[src/soc_pkg.sv]
package soc_pkg;

	////////////////////////////////////////////////////////////
	// Bus word and command types
	////////////////////////////////////////////////////////////

	localparam int SOC_DATA_W = 32;

	// Word address, split into target region and word offset
	typedef struct packed {
		logic [3:0]  region;
		logic [11:0] offset;
	} soc_adr_t;

	typedef struct packed {
		logic                  we;
		soc_adr_t              adr;
		logic [SOC_DATA_W-1:0] wdat;
	} soc_cmd_t;

	typedef struct packed {
		logic [SOC_DATA_W-1:0] rdat;
		logic                  err;
	} soc_rsp_t;

	////////////////////////////////////////////////////////////
	// Address map
	////////////////////////////////////////////////////////////

	localparam logic [3:0] SOC_REGION_ROM   = 4'hF;
	localparam logic [3:0] SOC_REGION_GPIO0 = 4'h9;
	localparam logic [3:0] SOC_REGION_GPIO1 = 4'hA;

	// GPIO register offsets
	localparam logic [11:0] SOC_GPIO_DATA = 12'd0;
	localparam logic [11:0] SOC_GPIO_DIR  = 12'd1;
	localparam logic [11:0] SOC_GPIO_PEND = 12'd2;

	// Boot ROM contents
	localparam int                    SOC_ROM_DEPTH     = 16;
	localparam int                    SOC_ROM_AW        = $clog2(SOC_ROM_DEPTH);
	localparam logic [SOC_DATA_W-1:0] SOC_ROM_BASE_WORD = 32'hB0070000;

	// Returned on reads that hit nothing
	localparam logic [SOC_DATA_W-1:0] SOC_DEAD_DATA = 32'hDEADDEAD;

	localparam int SOC_FIFO_DEPTH = 4;

	// Interrupt vector
	localparam int SOC_IRQ_W     = 2;
	localparam int SOC_IRQ_GPIO0 = 0;
	localparam int SOC_IRQ_GPIO1 = 1;

	// Word k of the boot ROM
	function automatic logic [SOC_DATA_W-1:0] soc_rom_word(input int unsigned k);
		return SOC_ROM_BASE_WORD + k;
	endfunction

endpackage

[src/gpio_port.sv]
module gpio_port #(
	parameter int WIDTH = 8
) (
	input  logic                           wb_clk_i,
	input  logic                           arst_n_i,
	input  logic                           sel_i,
	input  logic                           we_i,
	input  logic [11:0]                    offset_i,
	input  logic [soc_pkg::SOC_DATA_W-1:0] wdat_i,
	output logic [soc_pkg::SOC_DATA_W-1:0] rdat_o,
	input  logic [WIDTH-1:0]               pin_i,
	output logic [WIDTH-1:0]               pin_o,
	output logic [WIDTH-1:0]               pin_oe_o,
	output logic                           irq_o
);

	logic [WIDTH-1:0] dout_q;
	logic [WIDTH-1:0] dir_q;
	logic [WIDTH-1:0] pend_q;
	logic [WIDTH-1:0] sync1_q;
	logic [WIDTH-1:0] sync2_q;
	logic [WIDTH-1:0] prev_q;
	logic [WIDTH-1:0] pin_chg;
	logic [WIDTH-1:0] pend_clr;
	logic             wr;

	////////////////////////////////////////////////////////////
	// Input synchronizer and change detect
	////////////////////////////////////////////////////////////

	always_ff @(posedge wb_clk_i or negedge arst_n_i) begin
		if (!arst_n_i) begin
			sync1_q <= '0;
			sync2_q <= '0;
			prev_q  <= '0;
		end else begin
			sync1_q <= pin_i;
			sync2_q <= sync1_q;
			prev_q  <= sync2_q;
		end
	end

	// Output pins never raise an interrupt
	assign pin_chg = (sync2_q ^ prev_q) & ~dir_q;

	////////////////////////////////////////////////////////////
	// Register writes
	////////////////////////////////////////////////////////////

	assign wr       = sel_i && we_i;
	assign pend_clr = (wr && offset_i == soc_pkg::SOC_GPIO_PEND) ? wdat_i[WIDTH-1:0] : '0;

	always_ff @(posedge wb_clk_i or negedge arst_n_i) begin
		if (!arst_n_i) begin
			dout_q <= '0;
			dir_q  <= '0;
			pend_q <= '0;
		end else begin
			if (wr && offset_i == soc_pkg::SOC_GPIO_DATA) begin
				dout_q <= wdat_i[WIDTH-1:0];
			end
			if (wr && offset_i == soc_pkg::SOC_GPIO_DIR) begin
				dir_q <= wdat_i[WIDTH-1:0];
			end
			// A new change wins over a clear in the same cycle
			pend_q <= (pend_q & ~pend_clr) | pin_chg;
		end
	end

	assign pin_o    = dout_q;
	assign pin_oe_o = dir_q;
	assign irq_o    = |pend_q;

	////////////////////////////////////////////////////////////
	// Read mux
	////////////////////////////////////////////////////////////

	always_comb begin
		rdat_o = '0;
		case (offset_i)
			soc_pkg::SOC_GPIO_DATA: begin
				// Driven bits from the register, the rest from the pads
				rdat_o[WIDTH-1:0] = (dout_q & dir_q) | (sync2_q & ~dir_q);
			end
			soc_pkg::SOC_GPIO_DIR: begin
				rdat_o[WIDTH-1:0] = dir_q;
			end
			soc_pkg::SOC_GPIO_PEND: begin
				rdat_o[WIDTH-1:0] = pend_q;
			end
			default: begin
				rdat_o = '0;
			end
		endcase
	end

endmodule

[src/boot_rom.sv]
module boot_rom (
	input  logic                           wb_clk_i,
	input  logic                           arst_n_i,
	input  logic                           sel_i,
	input  logic [soc_pkg::SOC_ROM_AW-1:0] offset_i,
	output logic [soc_pkg::SOC_DATA_W-1:0] rdat_o
);

	logic [soc_pkg::SOC_DATA_W-1:0] rom_tbl [soc_pkg::SOC_ROM_DEPTH];

	////////////////////////////////////////////////////////////
	// Boot word table
	////////////////////////////////////////////////////////////

	// Each word is the base word plus its index
	for (genvar k = 0; k < soc_pkg::SOC_ROM_DEPTH; k++) begin : g_word
		assign rom_tbl[k] = soc_pkg::soc_rom_word(k);
	end

	// Registered read, data is ready the cycle after select
	always_ff @(posedge wb_clk_i or negedge arst_n_i) begin
		if (!arst_n_i) begin
			rdat_o <= '0;
		end else if (sel_i) begin
			rdat_o <= rom_tbl[offset_i];
		end
	end

endmodule

[src/cmd_fifo.sv]
module cmd_fifo #(
	parameter int DEPTH = soc_pkg::SOC_FIFO_DEPTH
) (
	input  logic              wb_clk_i,
	input  logic              arst_n_i,
	input  logic              push_valid_i,
	output logic              push_ready_o,
	input  soc_pkg::soc_cmd_t push_cmd_i,
	output logic              pop_valid_o,
	input  logic              pop_ready_i,
	output soc_pkg::soc_cmd_t pop_cmd_o
);

	localparam int PTR_W = (DEPTH > 1) ? $clog2(DEPTH) : 1;
	localparam int CNT_W = $clog2(DEPTH + 1);

	soc_pkg::soc_cmd_t mem [DEPTH];

	logic [PTR_W-1:0] wr_ptr_q;
	logic [PTR_W-1:0] rd_ptr_q;
	logic [CNT_W-1:0] count_q;
	logic             push;
	logic             pop;

	assign push_ready_o = (count_q != CNT_W'(DEPTH));
	assign pop_valid_o  = (count_q != '0);
	assign push         = push_valid_i && push_ready_o;
	assign pop          = pop_valid_o && pop_ready_i;
	assign pop_cmd_o    = mem[rd_ptr_q];

	// Storage
	always_ff @(posedge wb_clk_i) begin
		if (push) begin
			mem[wr_ptr_q] <= push_cmd_i;
		end
	end

	// Pointers wrap at DEPTH, count tracks occupancy
	always_ff @(posedge wb_clk_i or negedge arst_n_i) begin
		if (!arst_n_i) begin
			wr_ptr_q <= '0;
			rd_ptr_q <= '0;
			count_q  <= '0;
		end else begin
			if (push) begin
				wr_ptr_q <= (wr_ptr_q == PTR_W'(DEPTH - 1)) ? '0 : wr_ptr_q + 1'b1;
			end
			if (pop) begin
				rd_ptr_q <= (rd_ptr_q == PTR_W'(DEPTH - 1)) ? '0 : rd_ptr_q + 1'b1;
			end
			case ({push, pop})
				2'b10:   count_q <= count_q + 1'b1;
				2'b01:   count_q <= count_q - 1'b1;
				default: count_q <= count_q;
			endcase
		end
	end

	a_count_bound: assert property (@(posedge wb_clk_i) disable iff (!arst_n_i)
		count_q <= CNT_W'(DEPTH))
		else $error("queue count above depth");

endmodule

[src/bus_decoder.sv]
module bus_decoder (
	input  logic                           wb_clk_i,
	input  logic                           arst_n_i,
	input  logic                           pop_valid_i,
	output logic                           pop_ready_o,
	input  soc_pkg::soc_cmd_t              pop_cmd_i,
	output logic                           rsp_valid_o,
	output soc_pkg::soc_rsp_t              rsp_o,
	output logic                           gpio0_sel_o,
	output logic                           gpio1_sel_o,
	output logic                           rom_sel_o,
	output logic                           tgt_we_o,
	output logic [11:0]                    tgt_offset_o,
	output logic [soc_pkg::SOC_DATA_W-1:0] tgt_wdat_o,
	input  logic [soc_pkg::SOC_DATA_W-1:0] gpio0_rdat_i,
	input  logic [soc_pkg::SOC_DATA_W-1:0] gpio1_rdat_i,
	input  logic [soc_pkg::SOC_DATA_W-1:0] rom_rdat_i
);

	typedef enum logic [1:0] {
		RD_GPIO,
		RD_ROM,
		RD_ERR
	} rd_src_e;

	logic                           take;
	logic                           take_rd;
	logic                           hit_gpio0;
	logic                           hit_gpio1;
	logic                           hit_rom;
	logic                           rom_in_range;
	logic                           rd_pend_q;
	rd_src_e                        rd_src_q;
	logic [soc_pkg::SOC_DATA_W-1:0] gpio_dat_q;

	////////////////////////////////////////////////////////////
	// Command accept and region decode
	////////////////////////////////////////////////////////////

	// No new command in the cycle a read response is due
	assign pop_ready_o = !rd_pend_q;
	assign take        = pop_valid_i && pop_ready_o;
	assign take_rd     = take && !pop_cmd_i.we;

	assign hit_gpio0    = (pop_cmd_i.adr.region == soc_pkg::SOC_REGION_GPIO0);
	assign hit_gpio1    = (pop_cmd_i.adr.region == soc_pkg::SOC_REGION_GPIO1);
	assign hit_rom      = (pop_cmd_i.adr.region == soc_pkg::SOC_REGION_ROM);
	assign rom_in_range = (pop_cmd_i.adr.offset < soc_pkg::SOC_ROM_DEPTH);

	// ROM is only selected for reads, so ROM writes fall away
	assign gpio0_sel_o = take && hit_gpio0;
	assign gpio1_sel_o = take && hit_gpio1;
	assign rom_sel_o   = take_rd && hit_rom && rom_in_range;

	assign tgt_we_o     = pop_cmd_i.we;
	assign tgt_offset_o = pop_cmd_i.adr.offset;
	assign tgt_wdat_o   = pop_cmd_i.wdat;

	////////////////////////////////////////////////////////////
	// Read response
	////////////////////////////////////////////////////////////

	always_ff @(posedge wb_clk_i or negedge arst_n_i) begin
		if (!arst_n_i) begin
			rd_pend_q <= 1'b0;
			rd_src_q  <= RD_ERR;
		end else begin
			rd_pend_q <= take_rd;
			if (take_rd) begin
				if (hit_gpio0 || hit_gpio1) begin
					rd_src_q <= RD_GPIO;
				end else if (hit_rom && rom_in_range) begin
					rd_src_q <= RD_ROM;
				end else begin
					rd_src_q <= RD_ERR;
				end
			end
		end
	end

	// GPIO data is combinational, so catch it at pop time
	always_ff @(posedge wb_clk_i) begin
		if (take_rd) begin
			gpio_dat_q <= hit_gpio1 ? gpio1_rdat_i : gpio0_rdat_i;
		end
	end

	assign rsp_valid_o = rd_pend_q;

	always_comb begin
		case (rd_src_q)
			RD_GPIO: rsp_o = '{rdat: gpio_dat_q, err: 1'b0};
			RD_ROM:  rsp_o = '{rdat: rom_rdat_i, err: 1'b0};
			default: rsp_o = '{rdat: soc_pkg::SOC_DEAD_DATA, err: 1'b1};
		endcase
	end

	a_one_sel: assert property (@(posedge wb_clk_i) disable iff (!arst_n_i)
		$onehot0({gpio0_sel_o, gpio1_sel_o, rom_sel_o}))
		else $error("more than one target selected");

endmodule

[src/dbg_bridge.sv]
module dbg_bridge (
	input  logic              wb_clk_i,
	input  logic              arst_n_i,
	input  logic              host_req_i,
	input  soc_pkg::soc_cmd_t host_cmd_i,
	output logic              host_ack_o,
	output soc_pkg::soc_rsp_t host_rsp_o,
	output logic              push_valid_o,
	input  logic              push_ready_i,
	output soc_pkg::soc_cmd_t push_cmd_o,
	input  logic              rsp_valid_i,
	input  soc_pkg::soc_rsp_t rsp_i
);

	typedef enum logic [1:0] {
		ST_IDLE,
		ST_PUSH,
		ST_WAIT,
		ST_ACK
	} state_e;

	state_e            state_q;
	soc_pkg::soc_rsp_t rsp_q;

	////////////////////////////////////////////////////////////
	// Handshake FSM
	////////////////////////////////////////////////////////////

	always_ff @(posedge wb_clk_i or negedge arst_n_i) begin
		if (!arst_n_i) begin
			state_q <= ST_IDLE;
		end else begin
			case (state_q)
				ST_IDLE: begin
					if (host_req_i) begin
						state_q <= ST_PUSH;
					end
				end
				ST_PUSH: begin
					// Posted writes finish here, reads wait for data
					if (push_ready_i) begin
						state_q <= host_cmd_i.we ? ST_ACK : ST_WAIT;
					end
				end
				ST_WAIT: begin
					if (rsp_valid_i) begin
						state_q <= ST_ACK;
					end
				end
				default: begin
					// Hold ack until the host lets go of req
					if (!host_req_i) begin
						state_q <= ST_IDLE;
					end
				end
			endcase
		end
	end

	// Host keeps the command stable while req is high
	assign push_valid_o = (state_q == ST_PUSH);
	assign push_cmd_o   = host_cmd_i;
	assign host_ack_o   = (state_q == ST_ACK);

	// Read data for the host, valid while ack is high
	always_ff @(posedge wb_clk_i) begin
		if (rsp_valid_i) begin
			rsp_q <= rsp_i;
		end
	end

	assign host_rsp_o = rsp_q;

	// Decoder only answers the read this bridge is waiting on
	a_rsp_in_wait: assert property (@(posedge wb_clk_i) disable iff (!arst_n_i)
		rsp_valid_i |-> state_q == ST_WAIT)
		else $error("read response outside the wait state");

endmodule

[src/soc_top.sv]
module soc_top (
	input  logic                           wb_clk_i,
	input  logic                           arst_n_i,
	input  logic                           host_req_i,
	input  soc_pkg::soc_cmd_t              host_cmd_i,
	output logic                           host_ack_o,
	output soc_pkg::soc_rsp_t              host_rsp_o,
	input  logic [7:0]                     gpio0_i,
	output logic [7:0]                     gpio0_o,
	output logic [7:0]                     gpio0_oe_o,
	input  logic [3:0]                     gpio1_i,
	output logic [soc_pkg::SOC_IRQ_W-1:0]  irq_o
);

	////////////////////////////////////////////////////////////
	// Interconnect
	////////////////////////////////////////////////////////////

	// Bridge to queue
	logic              push_valid;
	logic              push_ready;
	soc_pkg::soc_cmd_t push_cmd;

	// Queue to decoder
	logic              pop_valid;
	logic              pop_ready;
	soc_pkg::soc_cmd_t pop_cmd;

	// Read response back to the bridge
	logic              rsp_valid;
	soc_pkg::soc_rsp_t rsp;

	// Target side
	logic                            gpio0_sel;
	logic                            gpio1_sel;
	logic                            rom_sel;
	logic                            tgt_we;
	logic [11:0]                     tgt_offset;
	logic [soc_pkg::SOC_DATA_W-1:0]  tgt_wdat;
	logic [soc_pkg::SOC_DATA_W-1:0]  gpio0_rdat;
	logic [soc_pkg::SOC_DATA_W-1:0]  gpio1_rdat;
	logic [soc_pkg::SOC_DATA_W-1:0]  rom_rdat;

	dbg_bridge dbg_bridge0 (
		.wb_clk_i     (wb_clk_i),
		.arst_n_i     (arst_n_i),
		.host_req_i   (host_req_i),
		.host_cmd_i   (host_cmd_i),
		.host_ack_o   (host_ack_o),
		.host_rsp_o   (host_rsp_o),
		.push_valid_o (push_valid),
		.push_ready_i (push_ready),
		.push_cmd_o   (push_cmd),
		.rsp_valid_i  (rsp_valid),
		.rsp_i        (rsp)
	);

	cmd_fifo cmd_fifo0 (
		.wb_clk_i     (wb_clk_i),
		.arst_n_i     (arst_n_i),
		.push_valid_i (push_valid),
		.push_ready_o (push_ready),
		.push_cmd_i   (push_cmd),
		.pop_valid_o  (pop_valid),
		.pop_ready_i  (pop_ready),
		.pop_cmd_o    (pop_cmd)
	);

	bus_decoder bus_decoder0 (
		.wb_clk_i     (wb_clk_i),
		.arst_n_i     (arst_n_i),
		.pop_valid_i  (pop_valid),
		.pop_ready_o  (pop_ready),
		.pop_cmd_i    (pop_cmd),
		.rsp_valid_o  (rsp_valid),
		.rsp_o        (rsp),
		.gpio0_sel_o  (gpio0_sel),
		.gpio1_sel_o  (gpio1_sel),
		.rom_sel_o    (rom_sel),
		.tgt_we_o     (tgt_we),
		.tgt_offset_o (tgt_offset),
		.tgt_wdat_o   (tgt_wdat),
		.gpio0_rdat_i (gpio0_rdat),
		.gpio1_rdat_i (gpio1_rdat),
		.rom_rdat_i   (rom_rdat)
	);

	gpio_port #(.WIDTH(8)) gpio0 (
		.wb_clk_i (wb_clk_i),
		.arst_n_i (arst_n_i),
		.sel_i    (gpio0_sel),
		.we_i     (tgt_we),
		.offset_i (tgt_offset),
		.wdat_i   (tgt_wdat),
		.rdat_o   (gpio0_rdat),
		.pin_i    (gpio0_i),
		.pin_o    (gpio0_o),
		.pin_oe_o (gpio0_oe_o),
		.irq_o    (irq_o[soc_pkg::SOC_IRQ_GPIO0])
	);

	// Input-only port, pads out and direction unused
	gpio_port #(.WIDTH(4)) gpio1 (
		.wb_clk_i (wb_clk_i),
		.arst_n_i (arst_n_i),
		.sel_i    (gpio1_sel),
		.we_i     (tgt_we),
		.offset_i (tgt_offset),
		.wdat_i   (tgt_wdat),
		.rdat_o   (gpio1_rdat),
		.pin_i    (gpio1_i),
		.pin_o    (),
		.pin_oe_o (),
		.irq_o    (irq_o[soc_pkg::SOC_IRQ_GPIO1])
	);

	boot_rom boot_rom0 (
		.wb_clk_i (wb_clk_i),
		.arst_n_i (arst_n_i),
		.sel_i    (rom_sel),
		.offset_i (tgt_offset[soc_pkg::SOC_ROM_AW-1:0]),
		.rdat_o   (rom_rdat)
	);

endmodule

[config.mk]
export PLATFORM = sky130hd
export DESIGN_NAME = soc_top
export DESIGN_NICKNAME = d
export VERILOG_FILES = /design/src/soc_pkg.sv /design/src/gpio_port.sv /design/src/boot_rom.sv /design/src/cmd_fifo.sv /design/src/bus_decoder.sv /design/src/dbg_bridge.sv /design/src/soc_top.sv
export SDC_FILE = /design/constraint.sdc
export NUM_CORES = 1
export LEC_CHECK = 0
export BUFFER_PORTS_ARGS = -buffer_cell sky130_fd_sc_hd__buf_2
export CORE_UTILIZATION = 55
export DETAILED_ROUTE_END_ITERATION = 6
export PLACE_DENSITY = 0.77
export SYNTH_ARGS = -nofsm -noshare
export SYNTH_HDL_FRONTEND = slang
export SYNTH_HIERARCHICAL = 1
export SYNTH_SLANG_ARGS = --single-unit
[constraint.sdc]
create_clock -name wb_clk_i -period 3.1 [get_ports wb_clk_i]
set_clock_uncertainty 0.05 [all_clocks]
set_input_delay 0.93 -clock wb_clk_i [delete_from_list [all_inputs] [get_ports wb_clk_i]]
set_output_delay 0.93 -clock wb_clk_i [all_outputs]
set_load 0.02 [all_outputs]
## Yosys cells after proc, flatten, opt, wreduce, memory -nomap -nowiden

Memories as Yosys holds them, arrays and structs flattened. A register that Yosys moved wholly into a read port is not among the register bits.
Cells that the tools add are included.
Widths: inputs -> output; s select.

| cells by class | value |
|---|---|
| bitwise operators | 19 |
| muxes and demuxes | 19 |
| add/subtract/negate cells | 4 |
| reductions and logical operators | 28 |
| $lt $le $gt $ge | 1 |
| equality and inequality tests | 18 |

Operators with widths:

| operator | count |
|---|---|
| $pmux 33 s2 | 1 |
| $and 8x8->8 | 4 |
| $pmux 8 s3 | 1 |
| $and 4x4->4 | 4 |
| $logic_and 1x1->1 | 16 |
| $mux 2 | 8 |
| $not 8->8 | 2 |
| $or 8x8->8 | 2 |
| $eq 12x1->1 const B | 1 |
| $eq 12x2->1 const B | 1 |
| $eq 4x4->1 const B | 3 |
| $logic_not 12->1 | 1 |
| $lt 12x5->1 const B | 1 |
| $pmux 4 s3 | 1 |
| $eq 2x2->1 const B | 5 |
| $mux 4 | 2 |
| $mux 8 | 1 |
| $not 4->4 | 2 |
| $or 4x4->4 | 2 |
| $reduce_or 8->1 | 1 |
| $xor 8x8->8 | 1 |
| $eq 2x1->1 const B | 3 |
| $pmux 2 s3 | 1 |
| $pmux 3 s2 | 1 |
| other kinds (17) | 24 |

| storage, ports and cells | value |
|---|---|
| bits in writable memories | 196 |
| memories kept | 2 |
| register bits after elaboration | 149 |
| input port bits | 64 |
| bits in read-only memories | 512 |

Memories:

| memory | depth | bits a word | rd ports | clocked after Yosys merged registers in | write ports | line | RTL |
|---|---|---|---|---|---|---|---|
| (no name shown) | 16 | 32 | 1 | 1 | 0 | boot_rom.sv:25 | `rdat_o <= rom_tbl[offset_i];` |
| cmd_fifo0.mem | 4 | 49 | 1 | 0 | 1 | cmd_fifo.sv:17 | `soc_pkg::soc_cmd_t mem [DEPTH];` |

## Logic depth before layout (Yosys ltp)

| logic depth | value |
|---|---|
| depth in word-level cells | 9 |
| gate-level depth with buffers | 10 |
| mapped depth without buffers | 10 |

## Hierarchy

The synthesis kept the hierarchy.

By module, submodules not included:

| module | area each (um^2) | times used | cells each |
|---|---|---|---|
| cmd_fifo | 7503.4 | 1 | 297 |
| bus_decoder | 2426.1 | 1 | 208 |
| gpio_port at gpio0 | 2287.2 | 1 | 188 |
| dbg_bridge | 1586.5 | 1 | 100 |
| gpio_port at gpio1 | 1271.2 | 1 | 111 |
| boot_rom | 382.9 | 1 | 38 |

## Least setup slack after synthesis

OpenSTA, ideal clock, no wires.

| path | value |
|---|---|
| path type | flip-flop to flip-flop |
| start point | reg cmd_fifo0.rd_ptr_q[0] |
| end point | reg gpio1.dout_q[0] (netlist: gpio1/pin_o[0]) |
| data required time | 2.925 ns |
| stages on the path, launching flop included | 11 |
| path buffers | 3 |
| setup slack | -0.265 ns |
| setup time | 0.125 ns |
| arrival | 3.190 ns |
| cell sequence | dfrtp_1 -> buf_2 -> buf_2 -> mux4_2 -> nand2b_4 -> nor3b_4 -> buf_6 -> and3_1 -> or4bb_1 -> nor4_4 -> mux2_2 |

RTL lines:

| element | line | RTL |
|---|---|---|
| start, declared | cmd_fifo.sv:20 | `logic [PTR_W-1:0] rd_ptr_q;` |
| start signal, assigned | cmd_fifo.sv:49 | `rd_ptr_q <= (rd_ptr_q == PTR_W'(DEPTH - 1)) ? '0 : rd_ptr_q + 1'b1;` |
| end signal, assigned | gpio_port.sv:60 | `dout_q <= wdat_i[WIDTH-1:0];` |
| end, declared | gpio_port.sv:17 | `logic [WIDTH-1:0] dout_q;` |

==> results.tsv <==
stage	metric	value	unit
outcome	outcome	completed	
finish	share of cells above drive strength 1	0.339	
logic_synthesis	Mapped Cells	772	
floorplanning	Core ar.	20500	sq um
clock_tree	register clock-pin slew on the reported worst setup and hold paths	0.06	ns
clock_tree	CTS-repair resized insts	0	
setup_path	critical path, cell by cell	buf_12 > mux4_2 > or4_4 > or3_2 > a21oi_1 > mux2_2	
power	Peak VDD IR	571	uV
floorplanning	chip width	148	microns
route	Remaining DRCs	0	
route	routed wire length	19.3	mm
timing	Slew @ Worst Pin	1.00	ns
floorplanning	Starting Density	0.569	
clock_tree	worst-skew pair later-pin latency	0.52	ns
power	clock network fraction of design power	0.274	
power	part of the power in registers	0.420	
setup_path	Worst setup SP type	flop	
setup_path	Worst path max stage delay	0.60	ns
finish	Design Area, Final	12700	sq um
clock_tree	root buf cell	clkbuf_16	
setup_path	RR Endpoint	bus_decoder0/gpio_dat_q[2]	
clock_tree	post-CTS setup buffer count	0	
route	vias per std cell	5.26	
timing	final hold vios	0	
logic_synthesis	Avg Synthesized Cell Area	15.1	sq um
floorplanning	die area	21800	sq um
timing	fin crit period	2.89	ns
finish	Fillers	1513	
route	1st-pass router iterations	5	
global_route	GRT Total Usage	0.185	
setup_path	CP endpoint	bus_decoder0/gpio_dat_q[2]	
clock_tree	CTS Sinks	254	
placed_design	# port buffers	91	
timing	final worst-path cycle share	0.934	
finish	leading cell types in the layout, fill and taps excluded	edfxtp_1, buf_2, dfrtp_1	
global_route	largest net degree at the start of global routing	56	
power	power density over cell area	895	nW/um^2
clock_tree	CTS tree	done	
finish	area occupied by multi-input gates	3570	sq um
clock_tree	clk buf depth	3	
finish	Seq. cell area	7190	sq um
setup_path	Worst Setup SP	cmd_fifo0/rd_ptr_q[0]	
min_path	Hold Crit Class	reg -> reg	
setup_path	top fanout value on the critical path	17	
route	Post-DRT Antenna Nets	0	
clock_tree	cts hold-fix bufs	0	
global_route	number of global-route vias before repair	5940	
finish	Nets	906	
setup_path	slowest cell on the critical path	or4_4	
finish	n_diodes	0	
setup_path	Critical Path RT	3.44	ns
clock_tree	total CTS buffers	26	
setup_path	FF-to-FF Start	cmd_fifo0/rd_ptr_q[0]	
logic_synthesis	warnings from Yosys	6	
setup_path	Critical Path AT	3.23	ns
job	max cap viols	0	
route	First DRT Iteration DRCs	299	
placed_design	DP Area	11900	sq um
timing	unrepaired setup endpoints after global routing	no	
logic_synthesis	Post-Syn Area	11700	sq um
route	WL/cell	17.3	microns
floorplanning	row count	52	
setup_path	worst reg-to-reg setup slack	0.21	ns
setup_path	Worst Setup End Kind	flop	
setup_path	Worst Setup Path Type	reg -> reg	
power	Psw	3.47	mW
power	Sw Share	0.304	
global_route	global-route wire length before repair	31.4	mm
setup_path	R2R depth	6	
finish	area grow syn2layout	9.10	%
power	Combinational Power Share	0.306	
floorplanning	Die H	148	microns
global_route	initial antenna violation count	0	
floorplanning	# IOs	116	
timing	relative slew slack	0.331	
placed_design	placer congestion estimate	0.762	
clock_tree	H-tree depth	1	
timing	# setup viols final	0	
route	via count	5884	
finish	commonest non-fill, non-tap cell in the layout	edfxtp_1	
power	Int Pwr	7.93	mW
timing	Max Fclk	0.345	GHz
placed_design	HPWL after detailed placement	12.5	mm
global_route	Congestion Overflow GR	0	
power	Static Leakage	5.19	nW
timing	worst hold slack	0.298	ns
timing	final slew viol count	0	
-- worst min-delay path by stage --
stage / startpoint / endpoint / slack [ns] / cells after the start
global placement: gpio0/sync1_q[4] / gpio0/sync2_q[4] / 0.28 / 0
finish: gpio0/sync1_q[3] / gpio0/sync2_q[3] / 0.30 / 0
global route: gpio0/sync1_q[3] / gpio0/sync2_q[3] / 0.30 / 0
CTS: gpio0/sync1_q[3] / gpio0/sync2_q[3] / 0.30 / 0
detailed placement: gpio0/sync1_q[3] / gpio0/sync2_q[3] / 0.29 / 0
floorplan: gpio0/sync1_q[0] / gpio0/sync2_q[0] / 0.28 / 0
-- final cells by class --
cell class / count / area share
Sequential cell: 254 / 0.565
Inverter: 25 / 0.00737
Clock buffer: 38 / 0.0612
Clock inverter: 9 / 0.00757
Tap cell: 270 / 0.0265
Multi-Input combinational cell: 409 / 0.280
Timing Repair Buffer: 114 / 0.0525
-- power by group through the flow --
stage	combinational [mW]	sequential (mW)	clock (mW)
after floorplan	2.70	4.97	0
after global placement	3.41	4.83	0
after detailed placement	3.49	4.86	0
after CTS	3.52	4.80	3.18
after global routing	3.79	4.85	3.33
final	3.49	4.78	3.12
-- critical path, delay by kind of cell, from the launching register on --
family	cells	cell delay, ns
flip-flops	1	0.44
AO/OA/AOI/OAI	1	0.16
AND/OR/NAND/NOR	2	1.15
buffers and inverters	1	0.21
multiplexers	2	0.75
-- flip-flops by register name, summed over array words and instances (netlist names), 5 cells and up --
register	cells
boot_rom0/rdat_o	5
gpio0/pin_oe_o	8
gpio0/pend_q	8
gpio0/sync1_q	8
gpio0/sync2_q	8
bus_decoder0/gpio_dat_q	32
cmd_fifo0/mem	100
gpio0/pin_o	8
gpio0/prev_q	8
dbg_bridge0/host_rsp_o	33
-- metal layers --
layer | track usage | wire length (microns) | vias to the layer above
met5 | 0 | 0 | -
met4 | 0.0448 | 345 | 0
met3 | 0.0330 | 903 | 27
met2 | 0.303 | 9310 | 135
met1 | 0.258 | 8760 | 2972
li1 | - | - | 2750
-- per-stage QoR --
stage	utilization	std cells	setup TNS, ns	setup WS (ns)	total power, mW
2_1_floorplan	-	843	-0.243	-0.0607	7.67
4_1_cts	0.621	1119	0	0.106	11.5
3_5_place_dp	0.578	1072	0	0.151	8.35
3_3_place_gp	0.578	1072	0	0.137	8.24
6_report	0.621	1119	0	0.205	11.4
5_1_grt	0.621	1119	0	0.0677	12.0
(Power assumes the default switching activity.)
